===== src/hw/rv_isa_pkg.sv =====
package rv_isa_pkg;

  // base opcodes, instr[6:0]
  localparam logic [6:0] opcode_load         = 7'b0000011;
  localparam logic [6:0] opcode_store        = 7'b0100011;
  localparam logic [6:0] opcode_r_type       = 7'b0110011;
  localparam logic [6:0] opcode_i_type       = 7'b0010011;
  localparam logic [6:0] opcode_b_type       = 7'b1100011;
  localparam logic [6:0] opcode_jal          = 7'b1101111;
  localparam logic [6:0] opcode_jalr         = 7'b1100111;
  localparam logic [6:0] opcode_u_type_lui   = 7'b0110111;
  localparam logic [6:0] opcode_u_type_auipc = 7'b0010111;
  localparam logic [6:0] opcode_syscall_csr  = 7'b1110011;

  localparam logic [2:0] funct3_lb  = 3'b000;
  localparam logic [2:0] funct3_lh  = 3'b001;
  localparam logic [2:0] funct3_lw  = 3'b010;
  localparam logic [2:0] funct3_lbu = 3'b100;
  localparam logic [2:0] funct3_lhu = 3'b101;

  localparam logic [2:0] funct3_sb = 3'b000;
  localparam logic [2:0] funct3_sh = 3'b001;
  localparam logic [2:0] funct3_sw = 3'b010;

  localparam logic [2:0] funct3_beq  = 3'b000;
  localparam logic [2:0] funct3_bne  = 3'b001;
  localparam logic [2:0] funct3_blt  = 3'b100;
  localparam logic [2:0] funct3_bge  = 3'b101;
  localparam logic [2:0] funct3_bltu = 3'b110;
  localparam logic [2:0] funct3_bgeu = 3'b111;

  // shared by R type and I type alu ops
  localparam logic [2:0] funct3_add  = 3'b000;  // also sub
  localparam logic [2:0] funct3_sll  = 3'b001;
  localparam logic [2:0] funct3_slt  = 3'b010;
  localparam logic [2:0] funct3_sltu = 3'b011;
  localparam logic [2:0] funct3_xor  = 3'b100;
  localparam logic [2:0] funct3_srl  = 3'b101;  // also sra
  localparam logic [2:0] funct3_or   = 3'b110;
  localparam logic [2:0] funct3_and  = 3'b111;

  localparam logic [2:0] funct3_ecall_ebreak = 3'b000;
  localparam logic [2:0] funct3_csrrw  = 3'b001;
  localparam logic [2:0] funct3_csrrs  = 3'b010;
  localparam logic [2:0] funct3_csrrc  = 3'b011;
  localparam logic [2:0] funct3_csrrwi = 3'b101;
  localparam logic [2:0] funct3_csrrsi = 3'b110;
  localparam logic [2:0] funct3_csrrci = 3'b111;

  // mcause exception codes, interrupt bit not included
  localparam logic [30:0] trap_code_illegal_instr = 31'd2;
  localparam logic [30:0] trap_code_breakpoint    = 31'd3;
  localparam logic [30:0] trap_code_ecall_m_mode  = 31'd11;

  typedef struct packed {
    logic [31:0] pc;
    logic [31:0] instr;
  } fetch_t;

endpackage


===== src/hw/rv_ctrl_pkg.sv =====
package rv_ctrl_pkg;

  typedef enum logic [3:0] {
    mem_none, mem_lb, mem_lh, mem_lw, mem_lbu, mem_lhu, mem_sb, mem_sh, mem_sw
  } mem_op_t;

  typedef enum logic [1:0] {
    cf_none, cf_branch, cf_jump, cf_jalr
  } cf_op_t;

  typedef enum logic [2:0] {
    csr_none, csr_read, csr_write, csr_set, csr_clear
  } csr_op_t;

  typedef enum logic [3:0] {
    alu_add, alu_sub, alu_ne, alu_lt, alu_ltu, alu_ge, alu_geu,
    alu_xor, alu_or, alu_and, alu_l_shift, alu_r_shift_l, alu_r_shift_a
  } alu_control_t;

  typedef enum logic [2:0] {
    imm_i_alu, imm_i_shift, imm_s, imm_b, imm_u, imm_j, imm_csr
  } imm_ext_op_t;

  typedef enum logic [1:0] {
    alu_a_reg_data, alu_a_pc, alu_a_zero
  } alu_a_sel_t;

  typedef enum logic {
    alu_b_reg_data, alu_b_imm
  } alu_b_sel_t;

  // base for branch / jump target adder
  typedef enum logic {
    pc_alu_pc, pc_alu_reg_data
  } pc_alu_sel_t;

  typedef enum logic [1:0] {
    result_alu, result_mem_data, result_next_instr_addr, result_csr_read_data
  } result_sel_t;

  typedef enum logic {
    csr_bitmask_reg_data, csr_bitmask_imm
  } csr_bitmask_sel_t;

  typedef struct packed {
    logic             rd_valid;
    logic             rs1_valid;
    logic             rs2_valid;
    mem_op_t          mem_op;
    cf_op_t           cf_op;
    csr_op_t          csr_op;
    alu_control_t     alu_control;
    imm_ext_op_t      imm_ext_op;
    alu_a_sel_t       alu_a_src;
    alu_b_sel_t       alu_b_src;
    pc_alu_sel_t      pc_alu_src;
    result_sel_t      result_src;
    csr_bitmask_sel_t csr_bitmask_sel;
  } ctrl_t;

  // everything execute needs from one instruction
  typedef struct packed {
    logic [31:0] pc;
    ctrl_t       ctrl;
    logic [31:0] imm;
    logic [31:0] rs1_data;
    logic [31:0] rs2_data;
    logic [4:0]  rs1_addr;
    logic [4:0]  rs2_addr;
    logic [4:0]  rd_addr;
    logic [11:0] csr_addr;
    logic        trap_valid;
    logic [30:0] trap_mcause;
  } decoded_t;

endpackage


===== src/hw/pipe_reg.sv =====
module pipe_reg #(
  parameter type payload_t = logic
) (
  input  logic     clk,
  input  logic     reset,
  input  logic     stall,
  input  logic     flush,
  input  logic     in_valid,
  input  payload_t in_data,
  output logic     out_valid,
  output payload_t out_data
);

  always_ff @(posedge clk) begin
    if (reset || flush)
      out_valid <= 1'b0;
    else if (!stall)
      out_valid <= in_valid;
  end

  always_ff @(posedge clk) begin
    if (!stall)
      out_data <= in_data;  // held while stalled
  end

endmodule


===== src/hw/imm_gen.sv =====
module imm_gen (
  input  logic [31:0]              instr,
  input  rv_ctrl_pkg::imm_ext_op_t imm_ext_op,
  output logic [31:0]              imm
);
  import rv_ctrl_pkg::*;

  always_comb begin
    case (imm_ext_op)
      imm_i_alu:
        imm = {{20{instr[31]}}, instr[31:20]};
      imm_i_shift:
        imm = {27'd0, instr[24:20]};  // shamt
      imm_s:
        imm = {{20{instr[31]}}, instr[31:25], instr[11:7]};
      imm_b:
        imm = {{19{instr[31]}}, instr[31], instr[7], instr[30:25], instr[11:8], 1'b0};
      imm_u:
        imm = {instr[31:12], 12'd0};
      imm_j:
        imm = {{11{instr[31]}}, instr[31], instr[19:12], instr[20], instr[30:21], 1'b0};
      imm_csr:
        imm = {27'd0, instr[19:15]};  // uimm sits in the rs1 field
      default:
        imm = 32'd0;
    endcase
  end

endmodule


===== src/hw/int_regfile.sv =====
module int_regfile #(
  parameter int reg_count = 32
) (
  input  logic        clk,
  input  logic        reset,
  input  logic [4:0]  rs1_addr,
  input  logic [4:0]  rs2_addr,
  output logic [31:0] rs1_data,
  output logic [31:0] rs2_data,
  input  logic        wb_en,
  input  logic [4:0]  wb_addr,
  input  logic [31:0] wb_data
);

  localparam int addr_w = $clog2(reg_count);

  logic [31:0]       regs [reg_count];
  logic [addr_w-1:0] rs1_idx;
  logic [addr_w-1:0] rs2_idx;
  logic [addr_w-1:0] wb_idx;

  // upper address bits unused in the 16 entry build
  assign rs1_idx = rs1_addr[addr_w-1:0];
  assign rs2_idx = rs2_addr[addr_w-1:0];
  assign wb_idx  = wb_addr[addr_w-1:0];

  always_ff @(posedge clk) begin
    if (reset) begin
      for (int i = 0; i < reg_count; i++)
        regs[i] <= 32'd0;
    end else if (wb_en && (wb_idx != '0)) begin
      regs[wb_idx] <= wb_data;
    end
  end

  // x0 hard-wired
  assign rs1_data = (rs1_idx == '0) ? 32'd0 : regs[rs1_idx];
  assign rs2_data = (rs2_idx == '0) ? 32'd0 : regs[rs2_idx];

endmodule


===== src/hw/decoder.sv =====
module decoder (
  input  logic [6:0]        op,
  input  logic [2:0]        funct3,
  input  logic [6:0]        funct7,
  input  logic [11:0]       funct12,
  input  logic [4:0]        rs1_addr,
  input  logic [4:0]        rd_addr,
  input  logic              rtype_alt,
  input  logic              itype_alt,
  output rv_ctrl_pkg::ctrl_t ctrl,
  output logic [30:0]       trap_mcause,
  output logic              trap_valid
);
  import rv_isa_pkg::*;
  import rv_ctrl_pkg::*;

  // class of alu work, refined by funct3 below
  typedef enum logic [1:0] {
    aluop_add, aluop_branch, aluop_arith
  } alu_op_t;

  alu_op_t      alu_op;
  alu_control_t alu_control;
  logic         shift_left_or_logical;
  logic         shift_arith;
  logic         bad_rtype;
  logic         bad_itype;

  assign shift_left_or_logical = (funct3 == funct3_sll) || (funct3 == funct3_srl);
  assign shift_arith           = (funct3 == funct3_srl);
  // only sub and sra may carry funct7 = 0x20
  assign bad_rtype = (funct7 != 7'h00) &&
                     !((funct7 == 7'h20) && ((funct3 == funct3_add) || (funct3 == funct3_srl)));
  assign bad_itype = shift_left_or_logical && (funct7 != 7'h00) &&
                     !(shift_arith && (funct7 == 7'h20));

  always_comb begin
    trap_valid  = 1'b0;
    trap_mcause = trap_code_illegal_instr;
    alu_op      = aluop_add;
    ctrl.rd_valid        = 1'b0;
    ctrl.rs1_valid       = 1'b0;
    ctrl.rs2_valid       = 1'b0;
    ctrl.mem_op          = mem_none;
    ctrl.cf_op           = cf_none;
    ctrl.csr_op          = csr_none;
    ctrl.imm_ext_op      = imm_i_alu;
    ctrl.alu_a_src       = alu_a_reg_data;
    ctrl.alu_b_src       = alu_b_reg_data;
    ctrl.pc_alu_src      = pc_alu_pc;
    ctrl.result_src      = result_alu;
    ctrl.csr_bitmask_sel = csr_bitmask_reg_data;

    case (op)
      opcode_load: begin
        ctrl.rd_valid   = 1'b1;
        ctrl.rs1_valid  = 1'b1;
        ctrl.alu_b_src  = alu_b_imm;
        ctrl.result_src = result_mem_data;
        case (funct3)
          funct3_lb:  ctrl.mem_op = mem_lb;
          funct3_lh:  ctrl.mem_op = mem_lh;
          funct3_lw:  ctrl.mem_op = mem_lw;
          funct3_lbu: ctrl.mem_op = mem_lbu;
          funct3_lhu: ctrl.mem_op = mem_lhu;
          default:    trap_valid = 1'b1;
        endcase
      end
      opcode_store: begin
        ctrl.rs1_valid  = 1'b1;
        ctrl.rs2_valid  = 1'b1;
        ctrl.imm_ext_op = imm_s;
        ctrl.alu_b_src  = alu_b_imm;
        case (funct3)
          funct3_sb: ctrl.mem_op = mem_sb;
          funct3_sh: ctrl.mem_op = mem_sh;
          funct3_sw: ctrl.mem_op = mem_sw;
          default:   trap_valid = 1'b1;
        endcase
      end
      opcode_r_type: begin
        if (bad_rtype) begin
          trap_valid = 1'b1;
        end else begin
          ctrl.rd_valid  = 1'b1;
          ctrl.rs1_valid = 1'b1;
          ctrl.rs2_valid = 1'b1;
          alu_op         = aluop_arith;
        end
      end
      opcode_i_type: begin
        if (bad_itype) begin
          trap_valid = 1'b1;
        end else begin
          ctrl.rd_valid   = 1'b1;
          ctrl.rs1_valid  = 1'b1;
          ctrl.alu_b_src  = alu_b_imm;
          ctrl.imm_ext_op = shift_left_or_logical ? imm_i_shift : imm_i_alu;
          alu_op          = aluop_arith;
        end
      end
      opcode_b_type: begin
        ctrl.rs1_valid  = 1'b1;
        ctrl.rs2_valid  = 1'b1;
        ctrl.imm_ext_op = imm_b;
        ctrl.cf_op      = cf_branch;
        alu_op          = aluop_branch;  // compare rs1 against rs2
      end
      opcode_jal: begin
        ctrl.rd_valid   = 1'b1;
        ctrl.imm_ext_op = imm_j;
        ctrl.cf_op      = cf_jump;
        ctrl.result_src = result_next_instr_addr;
      end
      opcode_jalr: begin
        ctrl.rd_valid   = 1'b1;
        ctrl.rs1_valid  = 1'b1;
        ctrl.alu_b_src  = alu_b_imm;
        ctrl.cf_op      = cf_jalr;
        ctrl.pc_alu_src = pc_alu_reg_data;  // target is rs1 + imm
        ctrl.result_src = result_next_instr_addr;
      end
      opcode_u_type_lui: begin
        ctrl.rd_valid   = 1'b1;
        ctrl.imm_ext_op = imm_u;
        ctrl.alu_a_src  = alu_a_zero;
        ctrl.alu_b_src  = alu_b_imm;
      end
      opcode_u_type_auipc: begin
        ctrl.rd_valid   = 1'b1;
        ctrl.imm_ext_op = imm_u;
        ctrl.alu_a_src  = alu_a_pc;
        ctrl.alu_b_src  = alu_b_imm;
      end
      opcode_syscall_csr: begin
        if (funct3 == funct3_ecall_ebreak) begin
          trap_valid = 1'b1;
          if ((rs1_addr == 5'd0) && (rd_addr == 5'd0) && (funct12 == 12'h000))
            trap_mcause = trap_code_ecall_m_mode;
          else if ((rs1_addr == 5'd0) && (rd_addr == 5'd0) && (funct12 == 12'h001))
            trap_mcause = trap_code_breakpoint;
        end else if (funct3 == 3'b100) begin
          trap_valid = 1'b1;
        end else begin
          ctrl.rd_valid   = 1'b1;
          ctrl.result_src = result_csr_read_data;
          // funct3[2] picks the uimm forms
          ctrl.rs1_valid       = !funct3[2];
          ctrl.imm_ext_op      = funct3[2] ? imm_csr : imm_i_alu;
          ctrl.csr_bitmask_sel = funct3[2] ? csr_bitmask_imm : csr_bitmask_reg_data;
          case (funct3[1:0])
            2'b01:   ctrl.csr_op = csr_write;
            2'b10:   ctrl.csr_op = (rs1_addr == 5'd0) ? csr_read : csr_set;
            default: ctrl.csr_op = (rs1_addr == 5'd0) ? csr_read : csr_clear;
          endcase
        end
      end
      default: trap_valid = 1'b1;
    endcase

    ctrl.alu_control = alu_control;
  end

  always_comb begin
    alu_control = alu_add;
    case (alu_op)
      aluop_branch: begin
        case (funct3)
          funct3_beq:  alu_control = alu_sub;  // zero result means equal
          funct3_bne:  alu_control = alu_ne;
          funct3_blt:  alu_control = alu_lt;
          funct3_bge:  alu_control = alu_ge;
          funct3_bltu: alu_control = alu_ltu;
          funct3_bgeu: alu_control = alu_geu;
          default:     alu_control = alu_add;
        endcase
      end
      aluop_arith: begin
        case (funct3)
          funct3_add:  alu_control = rtype_alt ? alu_sub : alu_add;
          funct3_sll:  alu_control = alu_l_shift;
          funct3_slt:  alu_control = alu_lt;
          funct3_sltu: alu_control = alu_ltu;
          funct3_xor:  alu_control = alu_xor;
          funct3_srl:  alu_control = (rtype_alt || itype_alt) ? alu_r_shift_a : alu_r_shift_l;
          funct3_or:   alu_control = alu_or;
          default:     alu_control = alu_and;
        endcase
      end
      default: alu_control = alu_add;  // address and upper-imm adds
    endcase
  end

endmodule


===== src/hw/decode_stage.sv =====
module decode_stage #(
  parameter int reg_count = 32
) (
  input  logic                  clk,
  input  logic                  reset,
  input  logic                  fetch_valid,
  input  rv_isa_pkg::fetch_t    fetch,
  input  logic                  stall,
  input  logic                  flush,
  input  logic                  wb_en,
  input  logic [4:0]            wb_addr,
  input  logic [31:0]           wb_data,
  output logic                  ex_valid,
  output rv_ctrl_pkg::decoded_t ex
);
  import rv_isa_pkg::*;
  import rv_ctrl_pkg::*;

  logic     fd_valid;
  fetch_t   fd;
  decoded_t de_in;

  pipe_reg #(.payload_t(fetch_t)) fd_reg (
    .clk      (clk),
    .reset    (reset),
    .stall    (stall),
    .flush    (flush),
    .in_valid (fetch_valid),
    .in_data  (fetch),
    .out_valid(fd_valid),
    .out_data (fd)
  );

  assign de_in.pc       = fd.pc;
  assign de_in.rs1_addr = fd.instr[19:15];
  assign de_in.rs2_addr = fd.instr[24:20];
  assign de_in.rd_addr  = fd.instr[11:7];
  assign de_in.csr_addr = fd.instr[31:20];

  decoder u_decoder (
    .op         (fd.instr[6:0]),
    .funct3     (fd.instr[14:12]),
    .funct7     (fd.instr[31:25]),
    .funct12    (fd.instr[31:20]),
    .rs1_addr   (fd.instr[19:15]),
    .rd_addr    (fd.instr[11:7]),
    .rtype_alt  ((fd.instr[6:0] == opcode_r_type) && fd.instr[30]),
    .itype_alt  ((fd.instr[6:0] == opcode_i_type) && fd.instr[30]),
    .ctrl       (de_in.ctrl),
    .trap_mcause(de_in.trap_mcause),
    .trap_valid (de_in.trap_valid)
  );

  imm_gen u_imm_gen (
    .instr     (fd.instr),
    .imm_ext_op(de_in.ctrl.imm_ext_op),
    .imm       (de_in.imm)
  );

  int_regfile #(.reg_count(reg_count)) u_regfile (
    .clk     (clk),
    .reset   (reset),
    .rs1_addr(fd.instr[19:15]),
    .rs2_addr(fd.instr[24:20]),
    .rs1_data(de_in.rs1_data),
    .rs2_data(de_in.rs2_data),
    .wb_en   (wb_en),
    .wb_addr (wb_addr),
    .wb_data (wb_data)
  );

  pipe_reg #(.payload_t(decoded_t)) de_reg (
    .clk      (clk),
    .reset    (reset),
    .stall    (stall),
    .flush    (flush),
    .in_valid (fd_valid),
    .in_data  (de_in),
    .out_valid(ex_valid),
    .out_data (ex)
  );

endmodule


===== config.mk =====
export PLATFORM = sky130hd
export DESIGN_NAME = decode_stage
export DESIGN_NICKNAME = d
export VERILOG_FILES = /design/src/hw/rv_isa_pkg.sv /design/src/hw/rv_ctrl_pkg.sv /design/src/hw/pipe_reg.sv /design/src/hw/imm_gen.sv /design/src/hw/int_regfile.sv /design/src/hw/decoder.sv /design/src/hw/decode_stage.sv
export SDC_FILE = /design/constraint.sdc
export NUM_CORES = 2
export LEC_CHECK = 0
export ABC_AREA = 1
export BUFFER_PORTS_ARGS = -buffer_cell sky130_fd_sc_hd__buf_2
export CELL_PAD_IN_SITES_DETAIL_PLACEMENT = 0
export CELL_PAD_IN_SITES_GLOBAL_PLACEMENT = 1
export CORE_ASPECT_RATIO = 1.25
export CORE_MARGIN = 5
export CORE_UTILIZATION = 30
export CTS_CLUSTER_SIZE = 14
export DETAILED_ROUTE_END_ITERATION = 8
export PLACE_DENSITY_LB_ADDON = 0.1
export SLEW_MARGIN = 20
export SYNTH_ARGS = -nofsm -noshare
export SYNTH_HDL_FRONTEND = slang
export SYNTH_HIERARCHICAL = 1
export SYNTH_SLANG_ARGS = --single-unit

===== constraint.sdc =====
create_clock -name clk -period 6.07 [get_ports clk]
set_clock_uncertainty 0.1 [all_clocks]
set_input_delay 0.3035 -clock clk [delete_from_list [all_inputs] [get_ports clk]]
set_output_delay 0.3035 -clock clk [all_outputs]
set_load 0.005 [all_outputs]

**Word level (Yosys, flattened, before mapping)**

Memories as Yosys holds them, arrays and structs flattened. A register that Yosys moved wholly into a read port is not among the register bits.
Index checks and enable logic that the tools add are counted.

- Multiplexer cells: 54
- Reduce and logical (&&, ||, !) cells: 41
- Equality and inequality tests: 29
- Bitwise operators: 2

Operator list:

| kind | count |
|---|---|
| $pmux 32 s7 | 1 |
| $pmux 3 s6 | 2 |
| $mux 32 | 1 |
| $reduce_or 32->1 | 1 |
| $eq 7x6->1 const B | 4 |
| $eq 7x7->1 const B | 4 |
| $pmux 4 s7 | 1 |
| $mux 3 | 9 |
| $eq 3x3->1 const B | 7 |
| $reduce_or 5->1 | 4 |
| $mux 1 | 18 |
| $pmux 2 s3 | 3 |
| $pmux 4 s2 | 2 |
| $logic_not 5->1 | 3 |
| $pmux 3 s5 | 1 |
| $eq 7x5->1 const B | 2 |
| $eq 12x1->1 const B | 1 |
| $eq 3x2->1 const B | 4 |
| $logic_not 12->1 | 1 |
| $mux 2 | 6 |
| $pmux 4 s3 | 1 |
| $logic_and 1x1->1 | 11 |
| $reduce_or 3->1 | 3 |
| $pmux 1 s4 | 2 |
| other kinds (19) | 34 |

- Memories kept: 1
- Register bits: 215
- RAM bits: 1024

Memories:

| memory | depth | width | read ports | clocked after Yosys merged registers in | wr ports | line | text |
|---|---|---|---|---|---|---|---|
| u_regfile.regs | 32 | 32 | 2 | 2 | 32 | int_regfile.sv:17 | `logic [31:0] regs [reg_count];` |

**Longest topological paths before layout**

- Word-level depth: 9
- Mapped depth: 13
- Mapped depth without buffers: 13

**Hierarchy**

Netlist, hierarchy kept.

Modules (own cells, without submodules):

| module | cells an instance | seq. area each (um^2) | area an instance (um^2) | times used |
|---|---|---|---|---|
| int_regfile | 7243 | 30749.5 | 56580.5 | 1 |
| pipe_reg (de_reg) | 221 | 6416.2 | 6444.9 | 1 |
| pipe_reg (fd_reg) | 72 | 1941.9 | 1970.6 | 1 |
| decoder | 216 | 0.0 | 1081.0 | 1 |
| imm_gen | 96 | 0.0 | 417.9 | 1 |
| decode_stage | 14 | 0.0 | 57.6 | 1 |

**Least setup slack after synthesis**

Ideal clock, no wire load.

- Path type: input-to-reg
- From: input stall
- To: register de_reg/out_data[0] (netlist name), enable pin
- Data arrival time: 4.408 ns
- Buffers on the path: 0
- Required time: 5.407 ns
- Setup slack: 0.999 ns
- Cell stages on the path: 1
- Library setup time: 0.563 ns
- Path through: inv_1

RTL lines:

| element | line | text |
|---|---|---|
| from (decl) | decode_stage.sv:8 | `input logic stall,` |
| to (signal assigned) | pipe_reg.sv:23 | `out_data <= in_data;` |
| to (decl) | pipe_reg.sv:11 | `output payload_t out_data` |

No word-level cell between the ends.

**Worst setup path after layout**

- From: register fd_reg/out_data[20] (netlist name)
- To: register, netlist name de_reg/out_data[85]

- Word-level cells in the longest chain between the ends: 1

Ends and longest elaborated chain:

| element | line | text |
|---|---|---|
| from (decl) | pipe_reg.sv:11 |  |
| from (signal assigned) | pipe_reg.sv:23 |  |
| $logic_not 5->1 | int_regfile.sv:38 | `assign rs2_data = (rs2_idx == '0) ? 32'd0 : regs[rs2_idx];` |

Parallel ways exist; a longest one is shown, timed or not.
A chain may end at the register's enable or synchronous reset.

==> metrics.md <==
| Metric | Value |
|---|---|
| Status | `complete, no violations` |
| Final Hold Vio Count | `0` |
| # DRC | `0` |
| CTS clk-pin slew, worst paths | `0.06 ns` |
| Initial core utilization | `30.1%` |
| Arr. time, crit path | `4.02 ns` |
| Crit path max fanout | `118` |
| Drt pass-1 iters | `6` |
| Area growth, synth to finish | `15.2%` |
| Largest net degree at the start of global routing | `130` |
| Crit path top cell by count | `nor2_1` |
| Initial antenna violation count | `13` |
| Largest family of logic cells by synthesized area | `simple AND/OR/NAND/NOR gates` |
| Power Density | `313 mW/mm²` |
| Chip width | `431 µm` |
| CP Class | `flip-flop to flip-flop` |
| Leakage | `0.0310 µW` |
| Synth Area in Simple Gates | `30.8%` |
| Synth warn | `6` |
| Final period utilization | `57.4%` |
| Final TNS setup | `0 ns` |
| Post-DP HPWL | `170000 µm` |
| Max Clock Freq | `0.287 GHz` |
| First-pass GRT wire length | `425000 µm` |
| Slowest-stage cell, CP | `buf_4` |
| Area leader, netlist | `edfxtp_1` |
| CTS tree | `built` |
| DR iter-0 viols | `5673` |
| Adder-Cell Fraction of Synth Area | `0.132%` |
| Worst-skew pair later-pin latency | `0.83 ns` |
| Mean area per synthesized cell | `8.47 µm²` |
| Layout cells sized above 1 | `10.1%` |
| Routed WL | `303000 µm` |
| Final setup vio count | `0` |
| Placeable Area | `0.221 mm²` |
| Root Driver | `clkbuf_16` |
| Most frequent cells after synthesis | `2193 x nand2_1, 1838 x nor2_1, 1301 x edfxtp_1` |
| Max-slew violations | `0` |
| Post-Syn Area | `0.0666 mm²` |
| Top cells by area, synth | `edfxtp_1 59%, nand2_1 12%, nor2_1 10%` |
| Ys flop type | `edfxtp_1` |
| Number of max-cap violations | `0` |
| Vias in the first global route | `56.1k` |
| Remaining antenna violation count | `0` |
| CTS Buf Count | `163` |
| Register area share after synthesis | `58.8%` |
| GR Overflow Total | `0` |
| Tot Pwr | `24000 µW` |
| Unrepaired setup endpoints after global routing | `no` |
| Crit end category | `flip-flop` |
| Synth cell types | `32` |
| Vias post-DR | `57.7k` |
| Crit path max-delay family | `buffers and inverters` |
| Post-synth EDFFs | `1301` |
| CP required | `6.61 ns` |
| Worst path max stage delay | `0.81 ns` |
| Final nets | `8098` |
| Post-synthesis mux area share | `0%` |
| Die Y | `537 µm` |
| Synth Area in XOR/XNOR | `0%` |
| # port buffers | `320` |
| Vias/cell | `5.23` |
| H-tree depth | `4` |
| Overall Global Routing Usage | `25.3%` |
| Placer Congestion | `0.794` |
| Flops & latches, synth | `1303` |
| Die area | `0.231 mm²` |
| Measured slew at the worst slew-check pin | `1.15 ns` |
| Share of the synthesized area in the top cell type | `58.7%` |
| Compound-cell area share of the yosys netlist | `4.58%` |
| Worst reg-to-reg setup slack | `2.59 ns` |
| Site row count | `193` |
| WL/cell | `27.5 µm` |
| Num Clock Sinks | `1303` |
| CP Buf/Inv Count | `2` |
| Startpoint types | `flip-flop` |
| Fin crit period | `3.48 ns` |
| Fin util | `34.7%` |
| Hold Crit Class | `primary input to flip-flop` |
| Critical path, cell by cell | `buf_12 > buf_4 > o21ai_0 > o21ai_1 > a21oi_1 > nor2_1 > nor2_1 > nor2_1` |
| Slew margin rel. | `23.1%` |
| Async S/R FF share, synth | `0%` |
| Max clock buf depth | `4` |
| I/O pin count | `321` |
| Most numerous cell in the Yosys netlist | `nand2_1` |
| Post-Syn Instances | `7862` |
| Peak VDD IR | `0.204 mV` |
worst reg2reg max path, cell delays in order (launching register included):
cell and delay [ns]:
edfxtp_1 0.38, buf_12 0.47, buf_4 1.07, o21ai_0 0.28, o21ai_1 0.24, a21oi_1 0.14
nor2_1 0.31, nor2_1 0.16, nor2_1 0.16
placed cells by master, fill, tap and decap left out, drive strengths merged, types with 7 or more instances in the layout:
cell,netlist,routed
clkbuf,331,192
dlygate4sd3,0,77
buf,329,482
conb,3,61
nor2,1850,1850
bufinv,0,15
o211ai,19,19
nand2,2195,2195
a21oi,134,134
inv,195,191
nand3,1023,1023
nor3,18,18
clkinv,2,80
ha,7,7
diode,0,8
o21ai,444,444
edfxtp,1301,1301
final cells by class:
type	count	area (µm²)
Fill cell	22635	144000
Sequential cell	1303	39100
Multi-Input combinational cell	5760	24100
Clock buffer	192	4270
Timing Repair Buffer	559	3930
Tap cell	2925	3660
Clock inverter	92	811
Inverter	197	795
Antenna cell	8	20.0
worst paths after layout:
check,start,end,depth (start not counted)
setup / recovery,fd_reg/out_data[20]$_DFFE_PN_,de_reg/out_data[85]$_DFFE_PN_,8
hold / removal,wb_data[3],u_regfile/regs[12][3]$_SDFFCE_PN0P_,4
setup reg to reg,fd_reg/out_data[20]$_DFFE_PN_,de_reg/out_data[85]$_DFFE_PN_,8
hold reg to reg,fd_reg/out_data[40]$_DFFE_PN_,de_reg/out_data[189]$_DFFE_PN_,0
logic make-up after synthesis:
kind of cell,after synthesis
flops,1303
buf+inv,857
compound gates,599
simple gates,5093
fa+ha+maj,7
other cells,3
repair_timing:
| action | in CTS | in global routing |
|---|---|---|
| buffers inserted | 0 | 0 |
| hold buffers | 77 | 0 |
| resized for setup | 0 | 0 |
| hold endpoints to repair | 209 | 0 |
through the flow:
step           setup WS, ns  area (µm²)  std cells  hold WS (ns)
2_1_floorplan         0.999       66800       7920         0.300
3_3_place_gp           2.54       70800      10666         0.300
3_5_place_dp           2.57       70800      10667         0.305
4_1_cts                2.56       76600      11028      0.000899
5_1_grt                2.53       76700      11031        0.0423
6_report               2.59       76700      11036        0.0527
power breakdown:
group | leakage, µW | switching (µW) | total (µW) | internal, µW
clock network | 0.00250 | 4020 | 9660 | 5640
registers | 0.0125 | 324 | 10800 | 10500
logic | 0.0160 | 2640 | 3540 | 897
routing by layer:
metal	global-route usage (%)	wire, µm	vias up
met1	32.9	127000	28574
met3	3.65	19100	573
li1	-	-	26117
met5	0	12	-
met2	42.9	144000	2403
met4	9.76	13000	2
registers in the layout, summed over array words and instances, names as in the netlist:
signal            flops
u_regfile/regs     1024
fd_reg/out_valid      1
de_reg/out_valid      1
fd_reg/out_data      64
de_reg/out_data     213
Note: power is estimated with default switching activity, not from simulation.
